<file path="config.mk">
export PLATFORM = sky130hd
export DESIGN_NAME = axi_id_serialize
export DESIGN_NICKNAME = d
export VERILOG_FILES = /design/src/hdl/axi_id_serialize_pkg.sv /design/src/hdl/axi_id_serialize.sv /design/src/hdl/ar_lane_arbiter.sv /design/src/hdl/id_serializer_lane.sv /design/src/hdl/ar_lane_demux.sv
export SDC_FILE = /design/constraint.sdc
export NUM_CORES = 1
export LEC_CHECK = 0
export ABC_AREA = 0
export BUFFER_PORTS_ARGS = -buffer_cell sky130_fd_sc_hd__buf_2
export CORE_MARGIN = 2
export CORE_UTILIZATION = 47
export CTS_CLUSTER_SIZE = 10
export DETAILED_ROUTE_END_ITERATION = 7
export GPL_ROUTABILITY_DRIVEN = 0
export HOLD_SLACK_MARGIN = 0.06
export PLACE_DENSITY = 0.81
export SLEW_MARGIN = 10
export SYNTH_ARGS = -nofsm -noshare
export SYNTH_HDL_FRONTEND = slang
export SYNTH_SLANG_ARGS = --single-unit
</file>
<file path="constraint.sdc">
create_clock -name clk_i -period 3.8 [get_ports clk_i]
set_input_delay 0.95 -clock clk_i [delete_from_list [all_inputs] [get_ports clk_i]]
set_output_delay 0.95 -clock clk_i [all_outputs]
set_load 0.03 [all_outputs]
</file>
<file path="src/hdl/axi_id_serialize_pkg.sv">
/*
 * Shared widths, counts and AXI read channel types of the ID serializer.
 * RTL and bench refer to everything here by package-scoped names.
 */

`default_nettype none

package axi_id_serialize_pkg;

  // Slave and master ID spaces
  localparam int unsigned SlvIdWidth = 8;
  localparam int unsigned NumLanes   = 4;
  localparam int unsigned MstIdWidth = $clog2(NumLanes);

  // Bursts a lane may keep in flight for its current slave ID
  localparam int unsigned MaxTxnsPerId = 4;
  localparam int unsigned CntWidth     = $clog2(MaxTxnsPerId + 1);

  localparam int unsigned AddrWidth = 32;
  localparam int unsigned DataWidth = 32;
  localparam int unsigned LenWidth  = 8;

  typedef logic [SlvIdWidth-1:0] slv_id_t;
  typedef logic [MstIdWidth-1:0] mst_id_t;
  typedef logic [AddrWidth-1:0]  addr_t;
  typedef logic [DataWidth-1:0]  data_t;
  typedef logic [LenWidth-1:0]   len_t;
  typedef logic [CntWidth-1:0]   cnt_t;

  // AR at the slave port, also used between demux, lanes and arbiter
  typedef struct packed {
    slv_id_t id;
    addr_t   addr;
    len_t    len;
  } slv_ar_chan_t;

  // AR at the master port, id is the lane index
  typedef struct packed {
    mst_id_t id;
    addr_t   addr;
    len_t    len;
  } mst_ar_chan_t;

  // R beat carrying the restored slave ID
  typedef struct packed {
    slv_id_t id;
    data_t   data;
    logic    last;
  } slv_r_chan_t;

  // R beat as returned by the master port
  typedef struct packed {
    mst_id_t id;
    data_t   data;
    logic    last;
  } mst_r_chan_t;

endpackage

`default_nettype wire
</file>
<file path="src/hdl/axi_id_serialize.sv">
/*
 * Read-channel AXI ID serializer top. Maps 8-bit slave IDs onto 2-bit master
 * IDs through a demux, one serializer lane per master ID and an arbiter.
 */

`timescale 1ns/1ps
`default_nettype none

module axi_id_serialize (
  input  logic                               clk_i,
  input  logic                               rst_n_i,
  // Slave port
  input  axi_id_serialize_pkg::slv_ar_chan_t slv_ar_i,
  input  logic                               slv_ar_valid_i,
  output logic                               slv_ar_ready_o,
  output axi_id_serialize_pkg::slv_r_chan_t  slv_r_o,
  output logic                               slv_r_valid_o,
  input  logic                               slv_r_ready_i,
  // Master port
  output axi_id_serialize_pkg::mst_ar_chan_t mst_ar_o,
  output logic                               mst_ar_valid_o,
  input  logic                               mst_ar_ready_i,
  input  axi_id_serialize_pkg::mst_r_chan_t  mst_r_i,
  input  logic                               mst_r_valid_i,
  output logic                               mst_r_ready_o
);

  // Demux to lanes
  logic [axi_id_serialize_pkg::NumLanes-1:0]                              dmx_ar_valid;
  logic [axi_id_serialize_pkg::NumLanes-1:0]                              dmx_ar_ready;
  axi_id_serialize_pkg::slv_r_chan_t [axi_id_serialize_pkg::NumLanes-1:0] dmx_r;
  logic [axi_id_serialize_pkg::NumLanes-1:0]                              dmx_r_valid;
  logic [axi_id_serialize_pkg::NumLanes-1:0]                              dmx_r_ready;

  // Lanes to arbiter
  logic [axi_id_serialize_pkg::NumLanes-1:0] arb_ar_valid;
  logic [axi_id_serialize_pkg::NumLanes-1:0] arb_ar_ready;
  axi_id_serialize_pkg::mst_r_chan_t         arb_r;
  logic [axi_id_serialize_pkg::NumLanes-1:0] arb_r_valid;
  logic [axi_id_serialize_pkg::NumLanes-1:0] arb_r_ready;

  ar_lane_demux i_ar_lane_demux (
    .clk_i           ( clk_i          ),
    .rst_n_i         ( rst_n_i        ),
    .slv_ar_i        ( slv_ar_i       ),
    .slv_ar_valid_i  ( slv_ar_valid_i ),
    .slv_ar_ready_o  ( slv_ar_ready_o ),
    .slv_r_o         ( slv_r_o        ),
    .slv_r_valid_o   ( slv_r_valid_o  ),
    .slv_r_ready_i   ( slv_r_ready_i  ),
    .lane_ar_valid_o ( dmx_ar_valid   ),
    .lane_ar_ready_i ( dmx_ar_ready   ),
    .lane_r_i        ( dmx_r          ),
    .lane_r_valid_i  ( dmx_r_valid    ),
    .lane_r_ready_o  ( dmx_r_ready    )
  );

  for (genvar i = 0; i < axi_id_serialize_pkg::NumLanes; i++) begin : gen_lanes
    id_serializer_lane i_id_serializer_lane (
      .clk_i      ( clk_i           ),
      .rst_n_i    ( rst_n_i         ),
      .ar_i       ( slv_ar_i        ),
      .ar_valid_i ( dmx_ar_valid[i] ),
      .ar_ready_o ( dmx_ar_ready[i] ),
      .ar_valid_o ( arb_ar_valid[i] ),
      .ar_ready_i ( arb_ar_ready[i] ),
      .r_i        ( arb_r           ),
      .r_valid_i  ( arb_r_valid[i]  ),
      .r_ready_o  ( arb_r_ready[i]  ),
      .r_o        ( dmx_r[i]        ),
      .r_valid_o  ( dmx_r_valid[i]  ),
      .r_ready_i  ( dmx_r_ready[i]  )
    );
  end

  // Every lane forwards the slave AR payload unchanged
  ar_lane_arbiter i_ar_lane_arbiter (
    .clk_i           ( clk_i                                           ),
    .rst_n_i         ( rst_n_i                                         ),
    .lane_ar_i       ( {axi_id_serialize_pkg::NumLanes{slv_ar_i}}      ),
    .lane_ar_valid_i ( arb_ar_valid                                    ),
    .lane_ar_ready_o ( arb_ar_ready                                    ),
    .lane_r_o        ( arb_r                                           ),
    .lane_r_valid_o  ( arb_r_valid                                     ),
    .lane_r_ready_i  ( arb_r_ready                                     ),
    .mst_ar_o        ( mst_ar_o                                        ),
    .mst_ar_valid_o  ( mst_ar_valid_o                                  ),
    .mst_ar_ready_i  ( mst_ar_ready_i                                  ),
    .mst_r_i         ( mst_r_i                                         ),
    .mst_r_valid_i   ( mst_r_valid_i                                   ),
    .mst_r_ready_o   ( mst_r_ready_o                                   )
  );

endmodule

`default_nettype wire

</file>
<file path="src/hdl/ar_lane_arbiter.sv">
/*
 * Master side of the ID serializer. Round-robin AR arbitration over the lanes
 * into a two-entry spill register, lane index used as master ID; R by ID.
 */

`timescale 1ns/1ps
`default_nettype none

module ar_lane_arbiter (
  input  logic                                      clk_i,
  input  logic                                      rst_n_i,
  // Lane side
  input  axi_id_serialize_pkg::slv_ar_chan_t [axi_id_serialize_pkg::NumLanes-1:0] lane_ar_i,
  input  logic [axi_id_serialize_pkg::NumLanes-1:0] lane_ar_valid_i,
  output logic [axi_id_serialize_pkg::NumLanes-1:0] lane_ar_ready_o,
  output axi_id_serialize_pkg::mst_r_chan_t         lane_r_o,
  output logic [axi_id_serialize_pkg::NumLanes-1:0] lane_r_valid_o,
  input  logic [axi_id_serialize_pkg::NumLanes-1:0] lane_r_ready_i,
  // Master port
  output axi_id_serialize_pkg::mst_ar_chan_t        mst_ar_o,
  output logic                                      mst_ar_valid_o,
  input  logic                                      mst_ar_ready_i,
  input  axi_id_serialize_pkg::mst_r_chan_t         mst_r_i,
  input  logic                                      mst_r_valid_i,
  output logic                                      mst_r_ready_o
);

  axi_id_serialize_pkg::mst_id_t      rr_q;
  axi_id_serialize_pkg::mst_id_t      gnt_idx;
  logic                               gnt_found;
  axi_id_serialize_pkg::mst_ar_chan_t push_ar;
  axi_id_serialize_pkg::mst_ar_chan_t spill_q [2];
  logic                               wr_ptr_q;
  logic                               rd_ptr_q;
  logic [1:0]                         fill_q;
  logic                               spill_ready;
  logic                               push;
  logic                               pop;

  // First requesting lane at or after the round-robin pointer
  always_comb begin
    axi_id_serialize_pkg::mst_id_t idx;
    gnt_idx   = '0;
    gnt_found = 1'b0;
    for (int unsigned k = 0; k < axi_id_serialize_pkg::NumLanes; k++) begin
      idx = rr_q + axi_id_serialize_pkg::mst_id_t'(k);
      if (!gnt_found && lane_ar_valid_i[idx]) begin
        gnt_idx   = idx;
        gnt_found = 1'b1;
      end
    end
  end

  assign spill_ready = (fill_q != 2'd2);
  assign push        = gnt_found && spill_ready;
  assign pop         = mst_ar_valid_o && mst_ar_ready_i;

  always_comb begin
    for (int unsigned i = 0; i < axi_id_serialize_pkg::NumLanes; i++) begin
      lane_ar_ready_o[i] = push && (gnt_idx == axi_id_serialize_pkg::mst_id_t'(i));
    end
  end

  always_comb begin
    push_ar.id   = gnt_idx;
    push_ar.addr = lane_ar_i[gnt_idx].addr;
    push_ar.len  = lane_ar_i[gnt_idx].len;
  end

  always_ff @(posedge clk_i) begin
    if (push) begin
      spill_q[wr_ptr_q] <= push_ar;
    end
  end

  always_ff @(posedge clk_i or negedge rst_n_i) begin
    if (!rst_n_i) begin
      wr_ptr_q <= 1'b0;
      rd_ptr_q <= 1'b0;
      fill_q   <= 2'd0;
      rr_q     <= '0;
    end else begin
      if (push) begin
        wr_ptr_q <= ~wr_ptr_q;
        // Pointer moves past the lane just served
        rr_q     <= gnt_idx + 1'b1;
      end
      if (pop) begin
        rd_ptr_q <= ~rd_ptr_q;
      end
      case ({push, pop})
        2'b10:   fill_q <= fill_q + 2'd1;
        2'b01:   fill_q <= fill_q - 2'd1;
        default: fill_q <= fill_q;
      endcase
    end
  end

  assign mst_ar_valid_o = (fill_q != 2'd0);
  assign mst_ar_o       = spill_q[rd_ptr_q];

  // R beats go back to the lane named by the master ID
  assign lane_r_o = mst_r_i;

  always_comb begin
    for (int unsigned i = 0; i < axi_id_serialize_pkg::NumLanes; i++) begin
      lane_r_valid_o[i] = mst_r_valid_i &&
                          (mst_r_i.id == axi_id_serialize_pkg::mst_id_t'(i));
    end
  end

  assign mst_r_ready_o = lane_r_ready_i[mst_r_i.id];

endmodule

`default_nettype wire

</file>
<file path="src/hdl/id_serializer_lane.sv">
/*
 * One serializer lane. Lets a single slave ID through at a time, counts its
 * open bursts and puts the stored slave ID back onto the read beats.
 */

`timescale 1ns/1ps
`default_nettype none

module id_serializer_lane (
  input  logic                               clk_i,
  input  logic                               rst_n_i,
  // AR from the demux
  input  axi_id_serialize_pkg::slv_ar_chan_t ar_i,
  input  logic                               ar_valid_i,
  output logic                               ar_ready_o,
  // AR towards the arbiter, payload is ar_i itself
  output logic                               ar_valid_o,
  input  logic                               ar_ready_i,
  // R from the arbiter
  input  axi_id_serialize_pkg::mst_r_chan_t  r_i,
  input  logic                               r_valid_i,
  output logic                               r_ready_o,
  // R towards the demux
  output axi_id_serialize_pkg::slv_r_chan_t  r_o,
  output logic                               r_valid_o,
  input  logic                               r_ready_i
);

  axi_id_serialize_pkg::slv_id_t id_q;
  axi_id_serialize_pkg::cnt_t    cnt_q;
  logic                          id_match;
  logic                          below_max;
  logic                          admit;
  logic                          ar_fire;
  logic                          r_last_fire;

  assign id_match  = (ar_i.id == id_q);
  assign below_max = cnt_q <
                     axi_id_serialize_pkg::cnt_t'(axi_id_serialize_pkg::MaxTxnsPerId);

  // An idle lane takes any ID, a busy one only more of the same ID
  assign admit = (cnt_q == '0) || (id_match && below_max);

  assign ar_valid_o = ar_valid_i && admit;
  assign ar_ready_o = ar_ready_i && admit;

  assign ar_fire     = ar_valid_o && ar_ready_i;
  assign r_last_fire = r_valid_i && r_ready_o && r_i.last;

  always_ff @(posedge clk_i or negedge rst_n_i) begin
    if (!rst_n_i) begin
      cnt_q <= '0;
    end else begin
      case ({ar_fire, r_last_fire})
        2'b10:   cnt_q <= cnt_q + 1'b1;
        2'b01:   cnt_q <= cnt_q - 1'b1;
        default: cnt_q <= cnt_q;
      endcase
    end
  end

  // Only rewritten on acceptance, so it holds while bursts are open
  always_ff @(posedge clk_i or negedge rst_n_i) begin
    if (!rst_n_i) begin
      id_q <= '0;
    end else if (ar_fire) begin
      id_q <= ar_i.id;
    end
  end

  // Responses pass straight through with the slave ID restored
  always_comb begin
    r_o.id   = id_q;
    r_o.data = r_i.data;
    r_o.last = r_i.last;
  end

  assign r_valid_o = r_valid_i;
  assign r_ready_o = r_ready_i;

endmodule

`default_nettype wire

</file>
<file path="src/hdl/ar_lane_demux.sv">
/*
 * Slave side of the ID serializer. Steers each AR to the lane picked by the
 * low ID bits and merges the lane R beats back onto the slave port.
 */

`timescale 1ns/1ps
`default_nettype none

module ar_lane_demux (
  input  logic                                                   clk_i,
  input  logic                                                   rst_n_i,
  // Slave port
  input  axi_id_serialize_pkg::slv_ar_chan_t                     slv_ar_i,
  input  logic                                                   slv_ar_valid_i,
  output logic                                                   slv_ar_ready_o,
  output axi_id_serialize_pkg::slv_r_chan_t                      slv_r_o,
  output logic                                                   slv_r_valid_o,
  input  logic                                                   slv_r_ready_i,
  // Lane side
  output logic [axi_id_serialize_pkg::NumLanes-1:0]              lane_ar_valid_o,
  input  logic [axi_id_serialize_pkg::NumLanes-1:0]              lane_ar_ready_i,
  input  axi_id_serialize_pkg::slv_r_chan_t [axi_id_serialize_pkg::NumLanes-1:0] lane_r_i,
  input  logic [axi_id_serialize_pkg::NumLanes-1:0]              lane_r_valid_i,
  output logic [axi_id_serialize_pkg::NumLanes-1:0]              lane_r_ready_o
);

  axi_id_serialize_pkg::mst_id_t lane_sel;
  logic                          ready_q;

  // Lane index is the slave ID modulo the lane count
  assign lane_sel = slv_ar_i.id[axi_id_serialize_pkg::MstIdWidth-1:0];

  // Slave port stays closed for the first cycle out of reset
  always_ff @(posedge clk_i or negedge rst_n_i) begin
    if (!rst_n_i) begin
      ready_q <= 1'b0;
    end else begin
      ready_q <= 1'b1;
    end
  end

  always_comb begin
    for (int unsigned i = 0; i < axi_id_serialize_pkg::NumLanes; i++) begin
      lane_ar_valid_o[i] = slv_ar_valid_i && ready_q &&
                           (lane_sel == axi_id_serialize_pkg::mst_id_t'(i));
    end
  end

  assign slv_ar_ready_o = ready_q && lane_ar_ready_i[lane_sel];

  // At most one lane carries a beat, so an OR over the valid lanes selects it
  always_comb begin
    slv_r_o = '0;
    for (int unsigned i = 0; i < axi_id_serialize_pkg::NumLanes; i++) begin
      if (lane_r_valid_i[i]) begin
        slv_r_o = axi_id_serialize_pkg::slv_r_chan_t'(slv_r_o | lane_r_i[i]);
      end
    end
  end

  assign slv_r_valid_o  = |lane_r_valid_i;
  assign lane_r_ready_o = lane_r_valid_i & {axi_id_serialize_pkg::NumLanes{slv_r_ready_i}};

endmodule

`default_nettype wire

</file>
==> metrics.txt <==
crit path max fanout=4; end of the worst hold path=gen_lanes[1].i_id_serializer_lane.cnt_q[0]; number of inserted diodes=0; highest achievable clock rate=258 MHz; pin count of the biggest net entering global routing=50; min-delay worst type=register to register; Power Density=570 nW/um2; post-route design area=8300 um2; overall power consumption=4740 uW; die height=120 um; warning count from the yosys run=0; number of max-slew violations in the final report=0; Net Switching=1500 uW; number of optimization iterations in the first detailed-route pass=5; Sw Ratio=0.317; count of unique library cells instantiated by Yosys=42; final-layout worst hold slack=0.481 ns; Worst Tran Pin Value=0.985 ns; site row count=42; fin crit share=1.02; number of hold buffers added after cts=0; count of final hold-check violations=0; reported max-cap violation count=0; number of I/O pins=176; commonest register cell after synthesis=edfxtp_1; net count after synthesis=528; startpoint of the most critical setup path=slv_ar_i[44]; Finish-stage setup viols=1; Max H-tree Level=4; number of global-route vias before repair=4,177; global-route wire length before repair=20,900 um; Vias/cell=4.95; Critical Path Source Type=primary input; placed cell areas=7500 um2; Worst Hold Launch=gen_lanes[1].i_id_serializer_lane.cnt_q[0]; number of cells produced by synthesis=426; family with the most delay on the worst path=simple AND/OR/NAND/NOR gates; die boundary width=120 um; share of final-layout standard cells stronger than drive strength 1=0.536; endpoint arrival time on the critical path=2.92 ns; worst reg-to-reg path cell count=16; effective utilization at floorplan=0.479; main area contributors after synthesis=edfxtp_1 (40%), dfrtp_1 (19%), mux2_2 (11%), xor2_1 (5.8%), and2_1 (4.4%); clock tree from TritonCTS=yes; Critical Path Max Stage Delay=0.30 ns; Worst VDD drop=0.334 mV; maximum buffer depth of the clock tree=2; violated checks=negative setup slack; most common cell in the synthesized netlist=edfxtp_1; number of flops mapped to enable cells by yosys=84; Worst setup EP type=primary output; worst setup slack after layout=-0.0749 ns; Tot GR Track Use=0.191; setup repair after global routing missed its margin=yes; power share of the combinational group=0.273; setup total negative slack=-0.0749 ns; number of antenna violations at the first check in global routing=0; floorplan core area=13,200 um2; Pint=3230 uW; synth-to-layout area growth=31.5%; Leakage Power=0.00370 uW; commonest cells in the netlist=edfxtp_1 (84), mux2_2 (60), dfrtp_1 (49); clock skew=0.0123 ns; Buffers on Ports=175; Yosys reg bits=133; clock-pin slew reported for the worst setup and hold paths after clock tree synthesis=0.05 ns; number of nets in the final layout=730; First DRT Iteration DRCs=205; worst setup path category=primary input to primary output; max_slew headroom=0.343; number of vias after detailed routing=4,043; source of the worst register-to-register timing path=gen_lanes[3].i_id_serializer_lane.id_q[4]; clock sinks=133; antenna-violating nets left=0; Synth async-reset ratio=0.368; Tmin final=3.87 ns; synthesized area per cell=14.8 um2; part of the Yosys area used for sequential elements=0.594; total length of routed wires=13,600 um; Root Driver=clkbuf_16; total gr overflow=0; worst reg-to-reg setup slack=0.65 ns; Bufs and invs on worst path=2; highest-delay cell along the critical path=nor4_2; clock network power share=0.327; Worst-Skew Late Latency=0.41 ns; Synth area leader=edfxtp_1; Worst EP required=2.85 ns; share of the core filled with cells in the final layout=0.630; sequential group share of total power=0.400; reg2reg end=gen_lanes[2].i_id_serializer_lane.cnt_q[2]; Mapped Area=6310 um2; fraction of synthesized cell area taken by the top area cell type=0.399; WHS Path Cells=1; series of cell instances along the critical path=buf_8, xor2_2, nor4_2, a22oi_1, nor2_1, a22oi_2, nor2b_4, ha_4, nor4b_4, a31oi_1, a211oi_2, buf_4; number of buffers created by CTS=17; Total Die Area=14,400 um2; WL/cell=16.6 um; remaining design rule violation count=0; outcome=complete, but fails checks; DP Wirelength=9410 um
[worst max-delay path by stage]
| stage | depth (start not counted) | slack, ns | to |
|---|---|---|---|
| after detailed placement | 12 | -0.32 | slv_ar_ready_o |
| after CTS | 12 | -0.18 | slv_ar_ready_o |
| after global routing | 12 | -0.26 | slv_ar_ready_o |
| after floorplan | 7 | -0.50 | i_ar_lane_arbiter.spill_q[0][0] |
| final | 12 | -0.07 | slv_ar_ready_o |
| after global placement | 12 | -0.25 | slv_ar_ready_o |
[metrics by stage]
step                      worst slack, ns  instances
final                             -0.0749        816
after global routing               -0.258        816
after CTS                          -0.182        812
after detailed placement           -0.323        780
after global placement             -0.252        780
after floorplan                    -0.499        426
[power groups by stage]
| stage | registers, uW | logic (uW) | clock network [uW] |
|---|---|---|---|
| after global placement | 1900 | 1210 | 0 |
| after detailed placement | 1920 | 1240 | 0 |
| after floorplan | 1800 | 990 | 0 |
| after CTS | 1890 | 1260 | 1590 |
| after global routing | 1920 | 1380 | 1660 |
| final | 1900 | 1290 | 1550 |
[routing by layer]
layer	GRT usage	part of all wire	up-vias
met5	0	0	-
met3	0.0542	0.051	14
met2	0.318	0.52	124
met4	0.0662	0.011	0
met1	0.239	0.42	2003
li1	-	-	1902
[registers in the layout, indices dropped and copies added (netlist names)]
signal	count
i_ar_lane_arbiter.rd_ptr_q	1
i_ar_lane_demux.ready_q	1
gen_lanes.i_id_serializer_lane.cnt_q	12
i_ar_lane_arbiter.spill_q	84
gen_lanes.i_id_serializer_lane.id_q	32
i_ar_lane_arbiter.wr_ptr_q	1
i_ar_lane_arbiter.fill_q	2
[cell type report]
class / instances / area, um2
Inverter: 18 / 67.6
Fill cell: 996 / 4890
Clock buffer: 19 / 433
Tap cell: 176 / 220
Sequential cell: 133 / 3750
Clock inverter: 12 / 130
Multi-Input combinational cell: 250 / 2500
Timing Repair Buffer: 208 / 1210
[kinds of logic after synthesis]
group                      Yosys count  share of synthesized area
DFF                                133                      0.594
and+or+nand+nor                     99                      0.101
muxes                               78                      0.153
xor gates and xnor gates            49                     0.0680
buffers and inverters               43                     0.0371
adders and majority gates           13                     0.0305
AOI/OAI and AO/OA                   10                     0.0164
other                                1                   0.000594
[cell usage in the layout (no fill, tap or decap), types with 4 or more instances in the layout]
master,n
buf_2,168
edfxtp_1,84
mux2_2,60
dfrtp_1,48
and2_1,44
xor2_1,38
buf_4,29
inv_1,17
clkbuf_16,17
nor2_1,11
mux4_2,8
nor4_2,7
xnor2_1,7
buf_6,7
or2_2,6
mux2_1,6
ha_1,6
xor2_2,4
nand2_1,4
and3_1,4
nor2b_1,4
mux2i_1,4
fa_1,4
[what timing repair did]
action	CTS	global route
pin swaps	10	13
cloned	0	0
buffers inserted	1	4
setup endpoints to repair	1	1
gates resized for setup	17	25
hold endpoints to repair	0	0
Note: power is estimated with default switching activity, not from simulation.
